[src/source/axil_pkg.sv]
`default_nettype none

package axil_pkg;

  //////////////////////////////
  // Bus widths

  // Byte address of the register port
  localparam int ADDR_W = 32;

  // One register word per beat
  localparam int DATA_W = 32;

  localparam int STRB_W = DATA_W / 8;  // One strobe per byte

  //////////////////////////////
  // Responses

  // Every access is accepted
  localparam logic [1:0] RESP_OKAY = 2'b00;

endpackage

`default_nettype wire

[src/source/kernel_regs_pkg.sv]
`default_nettype none

package kernel_regs_pkg;

  //////////////////////////////
  // Bank geometry

  localparam int REG_NUM = 8;
  localparam int IDX_W   = $clog2(REG_NUM);
  localparam int IDX_LSB = 2;  // Word aligned

  typedef logic [IDX_W-1:0] reg_idx_t;

  //////////////////////////////
  // Register map

  localparam reg_idx_t REG_CMD        = 3'd0;  // Write starts a launch
  localparam reg_idx_t REG_OPCODE     = 3'd1;
  localparam reg_idx_t REG_DATA0      = 3'd2;
  localparam reg_idx_t REG_DATA1      = 3'd3;
  localparam reg_idx_t REG_DELAY      = 3'd4;  // Launch delay in cycles
  localparam reg_idx_t REG_WDT_CLEAR  = 3'd5;  // Bit 0 only
  localparam reg_idx_t REG_WDT_ENABLE = 3'd6;  // Bit 0 only

  // Index 7 is plain spare storage

  //////////////////////////////
  // Reset values

  localparam logic [axil_pkg::DATA_W-1:0] CMD_RESET_VAL = 32'hDEAD_BEEF;

endpackage

`default_nettype wire

[src/source/axil_slave_fsm.sv]
`default_nettype none

module axil_slave_fsm (
  input  logic                            clk,
  input  logic                            rstn,
  input  logic [axil_pkg::ADDR_W-1:0]     awaddr_i,
  input  logic                            awvalid_i,
  input  logic [axil_pkg::DATA_W-1:0]     wdata_i,
  input  logic                            wvalid_i,
  input  logic                            bready_i,
  input  logic [axil_pkg::ADDR_W-1:0]     araddr_i,
  input  logic                            arvalid_i,
  input  logic                            rready_i,
  input  logic [axil_pkg::DATA_W-1:0]     rd_data_i,
  output logic                            awready_o,
  output logic                            wready_o,
  output logic                            bvalid_o,
  output logic [1:0]                      bresp_o,
  output logic                            arready_o,
  output logic                            rvalid_o,
  output logic [axil_pkg::DATA_W-1:0]     rdata_o,
  output logic [1:0]                      rresp_o,
  output logic                            wr_en_o,
  output kernel_regs_pkg::reg_idx_t       wr_idx_o,
  output logic [axil_pkg::DATA_W-1:0]     wr_data_o,
  output kernel_regs_pkg::reg_idx_t       rd_idx_o
);

  logic                            awready_q;
  logic                            wready_q;
  logic                            aw_got_q;
  logic                            w_got_q;
  logic                            bvalid_q;
  logic                            arready_q;
  logic                            rvalid_q;
  kernel_regs_pkg::reg_idx_t       wr_idx_q;
  logic [axil_pkg::DATA_W-1:0]     wr_data_q;
  logic [axil_pkg::DATA_W-1:0]     rdata_q;

  //////////////////////////////
  // Channel state

  always_ff @(posedge clk) begin
    if (!rstn) begin
      awready_q <= 1'b1;
      wready_q  <= 1'b1;
      aw_got_q  <= 1'b0;
      w_got_q   <= 1'b0;
      bvalid_q  <= 1'b0;
      arready_q <= 1'b1;
      rvalid_q  <= 1'b0;
    end else begin
      // Address and data in either order
      if (awready_q && awvalid_i) begin
        awready_q <= 1'b0;
        aw_got_q  <= 1'b1;
      end
      if (wready_q && wvalid_i) begin
        wready_q <= 1'b0;
        w_got_q  <= 1'b1;
      end
      if (aw_got_q && w_got_q) begin  // Write strobe cycle
        bvalid_q <= 1'b1;
        aw_got_q <= 1'b0;
        w_got_q  <= 1'b0;
      end
      if (bvalid_q && bready_i) begin  // Reopen AW and W
        bvalid_q  <= 1'b0;
        awready_q <= 1'b1;
        wready_q  <= 1'b1;
      end

      if (arready_q && arvalid_i) begin
        arready_q <= 1'b0;
        rvalid_q  <= 1'b1;
      end
      if (rvalid_q && rready_i) begin
        rvalid_q  <= 1'b0;
        arready_q <= 1'b1;
      end
    end
  end

  // Captured address, data and read word
  always_ff @(posedge clk) begin
    if (awready_q && awvalid_i)
      wr_idx_q <= awaddr_i[kernel_regs_pkg::IDX_LSB +: kernel_regs_pkg::IDX_W];
    if (wready_q && wvalid_i)
      wr_data_q <= wdata_i;
    if (arready_q && arvalid_i)
      rdata_q <= rd_data_i;
  end

  assign rd_idx_o  = araddr_i[kernel_regs_pkg::IDX_LSB +: kernel_regs_pkg::IDX_W];

  assign wr_en_o   = aw_got_q && w_got_q;
  assign wr_idx_o  = wr_idx_q;
  assign wr_data_o = wr_data_q;

  assign awready_o = awready_q;
  assign wready_o  = wready_q;
  assign bvalid_o  = bvalid_q;
  assign bresp_o   = axil_pkg::RESP_OKAY;
  assign arready_o = arready_q;
  assign rvalid_o  = rvalid_q;
  assign rdata_o   = rdata_q;
  assign rresp_o   = axil_pkg::RESP_OKAY;

endmodule

`default_nettype wire

[src/source/kernel_ctrl_top.sv]
`default_nettype none

module kernel_ctrl_top #(
  parameter int unsigned WDT_TIMEOUT   = 50_000_000,
  parameter int unsigned WDT_PULSE_LEN = 100_000
) (
  input  logic                            clk,
  input  logic                            rstn,
  // AXI-lite slave
  input  logic [axil_pkg::ADDR_W-1:0]     awaddr_i,
  input  logic                            awvalid_i,
  output logic                            awready_o,
  input  logic [axil_pkg::DATA_W-1:0]     wdata_i,
  input  logic [axil_pkg::STRB_W-1:0]     wstrb_i,  // Full words only
  input  logic                            wvalid_i,
  output logic                            wready_o,
  output logic                            bvalid_o,
  output logic [1:0]                      bresp_o,
  input  logic                            bready_i,
  input  logic [axil_pkg::ADDR_W-1:0]     araddr_i,
  input  logic                            arvalid_i,
  output logic                            arready_o,
  output logic                            rvalid_o,
  output logic [axil_pkg::DATA_W-1:0]     rdata_o,
  output logic [1:0]                      rresp_o,
  input  logic                            rready_i,
  // Engine status
  input  logic [axil_pkg::DATA_W-1:0]     state0_i,
  input  logic [axil_pkg::DATA_W-1:0]     state1_i,
  input  logic [axil_pkg::DATA_W-1:0]     state2_i,
  input  logic [axil_pkg::DATA_W-1:0]     state3_i,
  input  logic                            switch_button_i,
  // Command port
  output logic                            cmd_valid_o,
  output logic [axil_pkg::DATA_W-1:0]     cmd_opcode_o,
  output logic [axil_pkg::DATA_W-1:0]     cmd_data0_o,
  output logic [axil_pkg::DATA_W-1:0]     cmd_data1_o,
  output logic                            sys_reset_o
);

  logic                            wr_en;
  kernel_regs_pkg::reg_idx_t       wr_idx;
  logic [axil_pkg::DATA_W-1:0]     wr_data;
  kernel_regs_pkg::reg_idx_t       rd_idx;
  logic [axil_pkg::DATA_W-1:0]     rd_data;
  logic                            cmd_new;
  logic [axil_pkg::DATA_W-1:0]     delay_cycles;
  logic                            wdt_clear;
  logic                            wdt_enable;
  logic                            wdt_reset;
  logic                            sys_reset_q;

  axil_slave_fsm u_axil_slave_fsm (
    .clk       (clk),
    .rstn      (rstn),
    .awaddr_i  (awaddr_i),
    .awvalid_i (awvalid_i),
    .wdata_i   (wdata_i),
    .wvalid_i  (wvalid_i),
    .bready_i  (bready_i),
    .araddr_i  (araddr_i),
    .arvalid_i (arvalid_i),
    .rready_i  (rready_i),
    .rd_data_i (rd_data),
    .awready_o (awready_o),
    .wready_o  (wready_o),
    .bvalid_o  (bvalid_o),
    .bresp_o   (bresp_o),
    .arready_o (arready_o),
    .rvalid_o  (rvalid_o),
    .rdata_o   (rdata_o),
    .rresp_o   (rresp_o),
    .wr_en_o   (wr_en),
    .wr_idx_o  (wr_idx),
    .wr_data_o (wr_data),
    .rd_idx_o  (rd_idx)
  );

  kernel_reg_file u_kernel_reg_file (
    .clk          (clk),
    .rstn         (rstn),
    .wr_en_i      (wr_en),
    .wr_idx_i     (wr_idx),
    .wr_data_i    (wr_data),
    .rd_idx_i     (rd_idx),
    .state0_i     (state0_i),
    .state1_i     (state1_i),
    .state2_i     (state2_i),
    .state3_i     (state3_i),
    .rd_data_o    (rd_data),
    .cmd_new_o    (cmd_new),
    .opcode_o     (cmd_opcode_o),
    .data0_o      (cmd_data0_o),
    .data1_o      (cmd_data1_o),
    .delay_o      (delay_cycles),
    .wdt_clear_o  (wdt_clear),
    .wdt_enable_o (wdt_enable)
  );

  launch_delay_counter u_launch_delay_counter (
    .clk         (clk),
    .rstn        (rstn),
    .cmd_new_i   (cmd_new),
    .delay_i     (delay_cycles),
    .cmd_valid_o (cmd_valid_o)
  );

  watchdog_timer #(
    .WDT_TIMEOUT   (WDT_TIMEOUT),
    .WDT_PULSE_LEN (WDT_PULSE_LEN)
  ) u_watchdog_timer (
    .clk         (clk),
    .rstn        (rstn),
    .enable_i    (wdt_enable),
    .clear_i     (wdt_clear),
    .reset_req_o (wdt_reset)
  );

  //////////////////////////////
  // System reset, watchdog or button

  always_ff @(posedge clk) begin
    if (!rstn)
      sys_reset_q <= 1'b0;
    else
      sys_reset_q <= wdt_reset | switch_button_i;
  end

  assign sys_reset_o = sys_reset_q;

endmodule

`default_nettype wire

[src/source/kernel_reg_file.sv]
`default_nettype none

module kernel_reg_file (
  input  logic                            clk,
  input  logic                            rstn,
  input  logic                            wr_en_i,
  input  kernel_regs_pkg::reg_idx_t       wr_idx_i,
  input  logic [axil_pkg::DATA_W-1:0]     wr_data_i,
  input  kernel_regs_pkg::reg_idx_t       rd_idx_i,
  input  logic [axil_pkg::DATA_W-1:0]     state0_i,
  input  logic [axil_pkg::DATA_W-1:0]     state1_i,
  input  logic [axil_pkg::DATA_W-1:0]     state2_i,
  input  logic [axil_pkg::DATA_W-1:0]     state3_i,
  output logic [axil_pkg::DATA_W-1:0]     rd_data_o,
  output logic                            cmd_new_o,
  output logic [axil_pkg::DATA_W-1:0]     opcode_o,
  output logic [axil_pkg::DATA_W-1:0]     data0_o,
  output logic [axil_pkg::DATA_W-1:0]     data1_o,
  output logic [axil_pkg::DATA_W-1:0]     delay_o,
  output logic                            wdt_clear_o,
  output logic                            wdt_enable_o
);

  logic [axil_pkg::DATA_W-1:0] kregs [kernel_regs_pkg::REG_NUM];
  logic                        cmd_new_q;
  logic                        wdt_clear_q;
  logic                        wdt_enable_q;

  // Argument words
  always_ff @(posedge clk) begin
    if (!rstn)
      kregs[kernel_regs_pkg::REG_CMD] <= kernel_regs_pkg::CMD_RESET_VAL;
    else if (wr_en_i)
      kregs[wr_idx_i] <= wr_data_i;
  end

  //////////////////////////////
  // Control bits

  always_ff @(posedge clk) begin
    if (!rstn) begin
      cmd_new_q    <= 1'b0;
      wdt_clear_q  <= 1'b0;
      wdt_enable_q <= 1'b0;
    end else begin
      cmd_new_q <= wr_en_i && (wr_idx_i == kernel_regs_pkg::REG_CMD);  // One cycle
      if (wr_en_i && (wr_idx_i == kernel_regs_pkg::REG_WDT_CLEAR))
        wdt_clear_q <= wr_data_i[0];
      if (wr_en_i && (wr_idx_i == kernel_regs_pkg::REG_WDT_ENABLE))
        wdt_enable_q <= wr_data_i[0];
    end
  end

  // Read-back word
  always_comb begin
    case (rd_idx_i)
      kernel_regs_pkg::REG_CMD: rd_data_o = kregs[kernel_regs_pkg::REG_CMD];
      3'd1:    rd_data_o = state0_i;  // Status words from the engine
      3'd2:    rd_data_o = state1_i;
      3'd3:    rd_data_o = state2_i;
      3'd4:    rd_data_o = state3_i;
      default: rd_data_o = '0;
    endcase
  end

  assign opcode_o     = kregs[kernel_regs_pkg::REG_OPCODE];
  assign data0_o      = kregs[kernel_regs_pkg::REG_DATA0];
  assign data1_o      = kregs[kernel_regs_pkg::REG_DATA1];
  assign delay_o      = kregs[kernel_regs_pkg::REG_DELAY];

  assign cmd_new_o    = cmd_new_q;
  assign wdt_clear_o  = wdt_clear_q;
  assign wdt_enable_o = wdt_enable_q;

endmodule

`default_nettype wire

[src/source/launch_delay_counter.sv]
`default_nettype none

module launch_delay_counter (
  input  logic                            clk,
  input  logic                            rstn,
  input  logic                            cmd_new_i,
  input  logic [axil_pkg::DATA_W-1:0]     delay_i,
  output logic                            cmd_valid_o
);

  logic                        armed_q;
  logic [axil_pkg::DATA_W-1:0] cnt_q;
  logic                        fire;

  assign fire = armed_q && (cnt_q == '0);

  always_ff @(posedge clk) begin
    if (!rstn) begin
      armed_q <= 1'b0;
    end else if (cmd_new_i) begin
      armed_q <= 1'b1;  // New command restarts the countdown
    end else if (fire) begin
      armed_q <= 1'b0;
    end
  end

  // Countdown value
  always_ff @(posedge clk) begin
    if (cmd_new_i)
      cnt_q <= delay_i;
    else if (armed_q && !fire)
      cnt_q <= cnt_q - 1'b1;
  end

  assign cmd_valid_o = fire;

endmodule

`default_nettype wire

[src/source/watchdog_timer.sv]
`default_nettype none

module watchdog_timer #(
  parameter int unsigned WDT_TIMEOUT   = 50_000_000,
  parameter int unsigned WDT_PULSE_LEN = 100_000
) (
  input  logic clk,
  input  logic rstn,
  input  logic enable_i,
  input  logic clear_i,
  output logic reset_req_o
);

  localparam int CNT_W = $clog2(WDT_TIMEOUT);
  localparam int PLS_W = $clog2(WDT_PULSE_LEN + 1);

  localparam logic [CNT_W-1:0] CNT_LAST = CNT_W'(WDT_TIMEOUT - 1);
  localparam logic [PLS_W-1:0] PLS_LOAD = PLS_W'(WDT_PULSE_LEN);

  logic [CNT_W-1:0] cnt_q;
  logic [PLS_W-1:0] pulse_q;

  //////////////////////////////
  // Period and pulse counters

  always_ff @(posedge clk) begin
    if (!rstn) begin
      cnt_q   <= '0;
      pulse_q <= '0;
    end else if (pulse_q != '0) begin
      pulse_q <= pulse_q - 1'b1;
      cnt_q   <= '0;  // Held during the pulse
    end else if (enable_i && !clear_i) begin
      if (cnt_q == CNT_LAST) begin
        cnt_q   <= '0;
        pulse_q <= PLS_LOAD;  // Timeout, start reset pulse
      end else begin
        cnt_q <= cnt_q + 1'b1;
      end
    end else begin
      cnt_q <= '0;
    end
  end

  assign reset_req_o = (pulse_q != '0);

endmodule

`default_nettype wire

[config.mk]
export PLATFORM = sky130hd
export DESIGN_NAME = kernel_ctrl_top
export DESIGN_NICKNAME = d
export VERILOG_FILES = /design/src/source/axil_pkg.sv /design/src/source/kernel_regs_pkg.sv /design/src/source/axil_slave_fsm.sv /design/src/source/kernel_ctrl_top.sv /design/src/source/kernel_reg_file.sv /design/src/source/launch_delay_counter.sv /design/src/source/watchdog_timer.sv
export SDC_FILE = /design/constraint.sdc
export NUM_CORES = 1
export LEC_CHECK = 0
export BUFFER_PORTS_ARGS = -buffer_cell sky130_fd_sc_hd__buf_2
export CAP_MARGIN = 20
export CORE_MARGIN = 5
export CORE_UTILIZATION = 31
export CTS_CLUSTER_SIZE = 8
export DETAILED_ROUTE_END_ITERATION = 8
export HOLD_SLACK_MARGIN = 0.06
export MAX_ROUTING_LAYER = met4
export SLEW_MARGIN = 25
export SYNTH_ARGS = -nofsm -noshare
export SYNTH_HDL_FRONTEND = slang
export SYNTH_SLANG_ARGS = --single-unit
[constraint.sdc]
create_clock -name clk -period 14.5 [get_ports clk]
set_input_delay 1.45 -clock clk [delete_from_list [all_inputs] [get_ports clk]]
set_output_delay 1.45 -clock clk [all_outputs]
set_load 0.005 [all_outputs]
==> results of run 1 <==
==> through the flow <==
| step | utilization | worst slack (ns) | hold slack [ns] | total power, mW |
|---|---|---|---|---|
| floorplan | - | 8.76 | 0.423 | 1.18 |
| global placement | 0.365 | 10.65 | 0.435 | 1.25 |
| detailed placement | 0.365 | 10.59 | 0.444 | 1.26 |
| CTS | 0.397 | 9.97 | 0.457 | 2.23 |
| global route | 0.397 | 9.84 | 0.478 | 2.30 |
| finish | 0.397 | 10.05 | 0.452 | 2.21 |
==> flip-flops by register name, indices dropped and copies added (netlist names) <==
| signal | cells |
|---|---|
| u_axil_slave_fsm.arready_o | 1 |
| sys_reset_o | 1 |
| u_watchdog_timer.pulse_q | 17 |
| u_watchdog_timer.cnt_q | 26 |
| u_axil_slave_fsm.wr_idx_o | 3 |
| u_kernel_reg_file.wdt_clear_o | 1 |
| u_axil_slave_fsm.rvalid_o | 1 |
| u_axil_slave_fsm.rdata_o | 32 |
| u_axil_slave_fsm.wr_data_o | 32 |
| u_axil_slave_fsm.awready_o | 1 |
| u_axil_slave_fsm.wready_o | 1 |
| u_axil_slave_fsm.w_got_q | 1 |
| u_launch_delay_counter.armed_q | 1 |
| u_kernel_reg_file.wdt_enable_o | 1 |
| u_axil_slave_fsm.aw_got_q | 1 |
| u_kernel_reg_file.cmd_new_o | 1 |
| u_kernel_reg_file.kregs | 160 |
| u_launch_delay_counter.cnt_q | 32 |
| u_axil_slave_fsm.bvalid_o | 1 |
==> final cells by class <==
cell class,count,area share
antenna,1,0.000154
tap,532,0.0411
sequential,314,0.548
clock inverter,5,0.00440
inverter,17,0.00394
clock buffer,61,0.0758
multi-input combinational,554,0.226
timing repair buffer,319,0.100
==> metal layers <==
layer,part of all wire,up-vias
met2,0.50,351
met3,0.072,42
met1,0.41,4265
li1,-,4194
met4,0.015,0
met5,0,-
==> cell families (layout without fill, tap and decap cells) <==
kind of cell    count (synthesis)  count (layout)  synth area share
flops                         314             314             0.694
xor+xnor                       47              47            0.0322
mux                            35              35            0.0305
fa+ha+maj                       4               4           0.00391
compound gates                182             182            0.0917
other cells                     1               5          0.000293
simple gates                  282             282             0.124
buf+inv                        68             402            0.0235
==> placed cells by master, fill, tap and decap left out, types with 6 or more instances in the layout <==
| master | n |
|---|---|
| a21oi_1 | 22 |
| a22oi_1 | 62 |
| and2_1 | 13 |
| and3_1 | 6 |
| buf_2 | 308 |
| buf_4 | 11 |
| clkbuf_1 | 14 |
| clkbuf_16 | 47 |
| dfxtp_1 | 54 |
| edfxtp_1 | 259 |
| inv_1 | 17 |
| mux2_2 | 32 |
| nand2_1 | 52 |
| nand3_1 | 18 |
| nand4_1 | 10 |
| nor2_1 | 29 |
| nor2_2 | 22 |
| nor3_1 | 25 |
| nor4_1 | 22 |
| o21ai_0 | 46 |
| o22ai_1 | 33 |
| or2_2 | 29 |
| or3_1 | 19 |
| or4_1 | 7 |
| xnor2_1 | 39 |
| xor2_1 | 8 |
==> power by group through the flow <==
stage               Clock [mW]  Sequential [mW]  Combinational [mW]
floorplan                    0             1.04               0.143
CTS                      0.994             1.02               0.215
detailed placement           0             1.04               0.213
finish                   0.968             1.03               0.214
global placement             0             1.04               0.209
global route              1.03             1.03               0.237
==> how the worst min path moves through the flow <==
stage	from	to
final	u_watchdog_timer.cnt_q[0]$_SDFF_PP0_	u_watchdog_timer.cnt_q[0]$_SDFF_PP0_
after global routing	u_watchdog_timer.cnt_q[0]$_SDFF_PP0_	u_watchdog_timer.cnt_q[0]$_SDFF_PP0_
after CTS	u_watchdog_timer.cnt_q[0]$_SDFF_PP0_	u_watchdog_timer.cnt_q[0]$_SDFF_PP0_
after detailed placement	u_watchdog_timer.cnt_q[0]$_SDFF_PP0_	u_watchdog_timer.cnt_q[0]$_SDFF_PP0_
after global placement	u_watchdog_timer.cnt_q[0]$_SDFF_PP0_	u_watchdog_timer.cnt_q[0]$_SDFF_PP0_
after floorplan	u_watchdog_timer.cnt_q[0]$_SDFF_PP0_	u_watchdog_timer.cnt_q[0]$_SDFF_PP0_
==> flow_summary.ini, run 1 <==
[clocking]
clock_latency_ns = 0.57
cts-root-buf = clkbuf_16
htreeDepth = 2
clockBufferDepth = 3
cts.sinks = 314
cts_resized = 0
post_cts_buffers = 0
tritoncts = built
cts_hold_buf = 0
clk_pin_slew_ns = 0.05
numCtsBuffers = 46

[global_routing]
grt_pass1_wl_um = 51700
met3_usage = 0.0291
use_met1 = 0.193
globalRoute.busiestLayer = met2
grt_pass1_vias = 8504
grt_use_met2 = 0.266
track_usage = 0.156
overflow = 0
antenna_found_initial = 0
grt_max_degree = 68

[drt]
wl_um = 36700
viasPerCell = 4.91
drc = 0
dr.pass1.iters = 5
drtIter0Drc = 561
routedWlPerCell_um = 20.3
antenna_left = 0
vias = 8852

[critical_path]
cp_slowest_stage_delay_ns = 0.66
r2r_start = u_launch_delay_counter.cnt_q[6]$_DFFE_PP_
critPathSlowestCell = nor4_1
crit_path_end = cmd_valid_o
path_buf_inv = 1
regToRegSetupSlack_ns = 11.53
start_kind = flop
r2r_cells = 5
cp-startpoint = u_launch_delay_counter.cnt_q[6]$_DFFE_PP_
crit_cells = 5
cp_top_family = simple AND/OR/NAND/NOR gates
arrival_ns = 3.00
crit_path_cell_trace = nor4_1 > nand4_1 > nor4_1 > and2_1 > buf_2
cp-end-kind = output pin
r2r-end = u_launch_delay_counter.cnt_q[13]$_DFFE_PP_
critPathMaxFanout = 11
cp_common_cell = nor4_1
cp.required_ns = 13.05
worstSetupPathType = flop to output pin

[synthesis]
async_flop_share = 0
synth_cells = 933
ys_seq_area_frac = 0.694
synth_area_leaders = edfxtp_1, dfxtp_1, a22oi_1
synth_edf_count = 259
yosys_warnings = 0
synth_flop_cell = edfxtp_1
yosysUniqueCellTypes = 58
syn_area_per_cell_um2 = 13.7
netlist_area_mm2 = 0.0128
yosysMostFrequentCell = edfxtp_1
synth_seq_cells = 314
yosysTopAreaCell = edfxtp_1
synth_common_cells = edfxtp_1, a22oi_1, dfxtp_1
netlist.area_leader.share = 0.608

[sta]
skew_ns = 0.0182
timing.final.max_slew_violations = 0
finalCritPeriodShare = 0.307
max_slew.worst_pin.slew_ns = 1.02
setup_tns_ns = 0
hold_viol = 0
slew_headroom = 0.318
period_minus_slack_ns = 4.45
fmax_mhz = 225
rsz0062_at_grt = no
setup_viol = 0

[floorplan]
start_util = 0.313
die_y_um = 213
core_mm2 = 0.0408
ioPinCount = 375
die_x_um = 213
row_count = 74
die_area_mm2 = 0.0454

[power]
power_density_mw_per_mm2 = 136
seqPwrFrac = 0.465
ir_drop_mv = 0.0938
switching_share = 0.235
p_comb_frac = 0.097
leakagePower_nw = 6.11
p_clk_frac = 0.439
netSwitchingPower_mw = 0.518
cell_internal_pwr_mw = 1.69

[placement]
place.gp.congestion = 0.878
placed_area_mm2 = 0.0149
dp_hpwl_um = 26000
dp.cells = 1736
io_buffers = 308

[layout]
final_area_mm2 = 0.0162
multi_input_area_mm2 = 0.00367
seq_area_mm2 = 0.00888
num-nets-final = 1492
fillers = 3824
instances_no_fill = 1803
area_growth_pct = 26.7
drive_gt1_frac = 0.374

[hold_path]
min_path_type = flop to flop
whs_path_depth = 1

[outcome]
status = finished, final reports clean

[job]
cap_violations = 0
Power figures use the tool's default switching activity.
==> inputs of run 2 (changes only) <==
Clock period 14.5 ns to 4.2 ns, I/O delays scaled along.
==> run 2 against run 1 <==
  * Combinational power increased to 3.6 times the previous value
  * Largest power group unchanged
  * Via count increased by 1.1%
  * Largest cell class unchanged
  * Critical path depth unchanged
==> flow_summary.ini, run 2 (synthesis results as in run 1) <==
[outcome]
status = finished, final reports clean

[sta]
max_slew.worst_pin.slew_ns = 0.962
rsz0062_at_grt = no
slew_headroom = 0.356
skew_ns = 0.0265
timing.final.max_slew_violations = 0
fmax_mhz = 310
setup_tns_ns = 0
finalCritPeriodShare = 0.767
period_minus_slack_ns = 3.22
final.setup.worst_slack_ns = 0.977
hold_viol = 0
hold_ws_ns = 0.125
setup_viol = 0

[job]
cap_violations = 0

[placement]
dp_hpwl_um = 25200
placed_area_mm2 = 0.0149
pre_cts_slack_ns = 1.47
io_buffers = 308
place.gp.congestion = 0.835
dp.cells = 1739

[critical_path]
arrival_ns = 2.80
cp_top_family = simple AND/OR/NAND/NOR gates
cp.required_ns = 3.78
regToRegSetupSlack_ns = 1.60
cp_slowest_stage_delay_ns = 0.62
path_buf_inv = 1
critPathMaxFanout = 5
crit_path_cell_trace = or4_1 > or3_1 > nor4_1 > and2_1 > buf_2
critPathSlowestCell = or4_1
cp-end-kind = output pin
start_kind = flop
worstSetupPathType = flop to output pin

[layout]
area_growth_pct = 29.7
drive_gt1_frac = 0.363
final_common_cell = buf_2
num-nets-final = 1532
final_area_mm2 = 0.0166
top_register = u_kernel_reg_file.kregs
instances_no_fill = 1840
largest_reg_flops = 160
final_cell_mix = buf_2, edfxtp_1, a22oi_1, dfxtp_1, nand2_1
antenna_cells = 0
postLayoutCoreUtil = 0.406

[drt]
vias = 8952
wl_um = 36000
maxUsedRoutingLayer = met4
m1WireLength_um = 14900
met3_length_um = 2610
wl_met2_um = 17600
drtIter0Drc = 492
drc = 0
viasPerCell = 4.87
routedWlPerCell_um = 19.6
dr.pass1.iters = 5
antenna_left = 0

[global_routing]
grt_max_degree = 67
grt_pass1_vias = 8656
overflow = 0
track_usage = 0.152
grt_pass1_wl_um = 50900
antenna_found_initial = 0

[floorplan]
ioPinCount = 375
die_area_mm2 = 0.0454
start_util = 0.313
die_x_um = 213
core_mm2 = 0.0408
row_count = 74
die_y_um = 213

[clocking]
cts_hold_buf = 38
numCtsBuffers = 45
clk_pin_slew_ns = 0.05
cts-root-buf = clkbuf_16
htreeDepth = 2
clock_latency_ns = 0.57
cts_resized = 0
post_cts_buffers = 0
clockBufferDepth = 3
cts.sinks = 314
tritoncts = built

[power]
cell_internal_pwr_mw = 5.83
seqPwrFrac = 0.465
leakagePower_nw = 6.28
power_density_mw_per_mm2 = 458
p_comb_frac = 0.101
finalPower_mw = 7.61
p_clk_frac = 0.434
switching_share = 0.233
netSwitchingPower_mw = 1.78
ir_drop_mv = 0.428

[hold_path]
min_path_type = primary input to flop
## run 2: cell count changes in the layout (fill, tap and decap cells not counted), sizes merged
cell	change
buf	+3
bufinv	+1
clkbuf	-2
clkinv	-1
clkinvlp	-1
diode	-1
dlygate4sd3	+38
## run 2: per-layer routing
layer  up-vias  GRT usage
met5         -          -
met4         0     0.0434
met3        59     0.0345
met2       316      0.248
met1      4302      0.190
li1       4275          -
## run 2: power groups by stage
stage | clock network (mW) | logic, mW | registers, mW
2_1_floorplan | 0 | 0.495 | 3.59
3_3_place_gp | 0 | 0.717 | 3.59
3_5_place_dp | 0 | 0.734 | 3.60
4_1_cts | 3.38 | 0.770 | 3.54
5_1_grt | 3.53 | 0.843 | 3.55
6_report | 3.30 | 0.765 | 3.54
## run 2: area by class of cell
class	count	area, µm²
timing repair buffer	360	2030
clock buffer	59	1180
clock inverter	4	88.8
sequential	314	8880
multi-input combinational	554	3690
fill	3775	24200
tap	532	666
inverter	17	63.8
## run 2: final timing paths
check / startpoint / to / cells after the start
setup reg to reg: u_watchdog_timer.pulse_q[2]$_SDFFE_PN0P_ / u_watchdog_timer.pulse_q[0]$_SDFFE_PN0P_ / 5
setup / recovery: u_launch_delay_counter.cnt_q[26]$_DFFE_PP_ / cmd_valid_o / 5
hold / removal: rready_i / u_axil_slave_fsm.arready_o$_SDFFE_PP1P_ / 2
hold reg to reg: u_watchdog_timer.cnt_q[0]$_SDFF_PP0_ / u_watchdog_timer.cnt_q[0]$_SDFF_PP0_ / 1
## run 2: worst reg2reg max path, delay by kind of cell (launching register included)
kind | cells | cell delay, ns
flip-flops | 1 | 0.36
AND/OR/NAND/NOR | 5 | 2.12
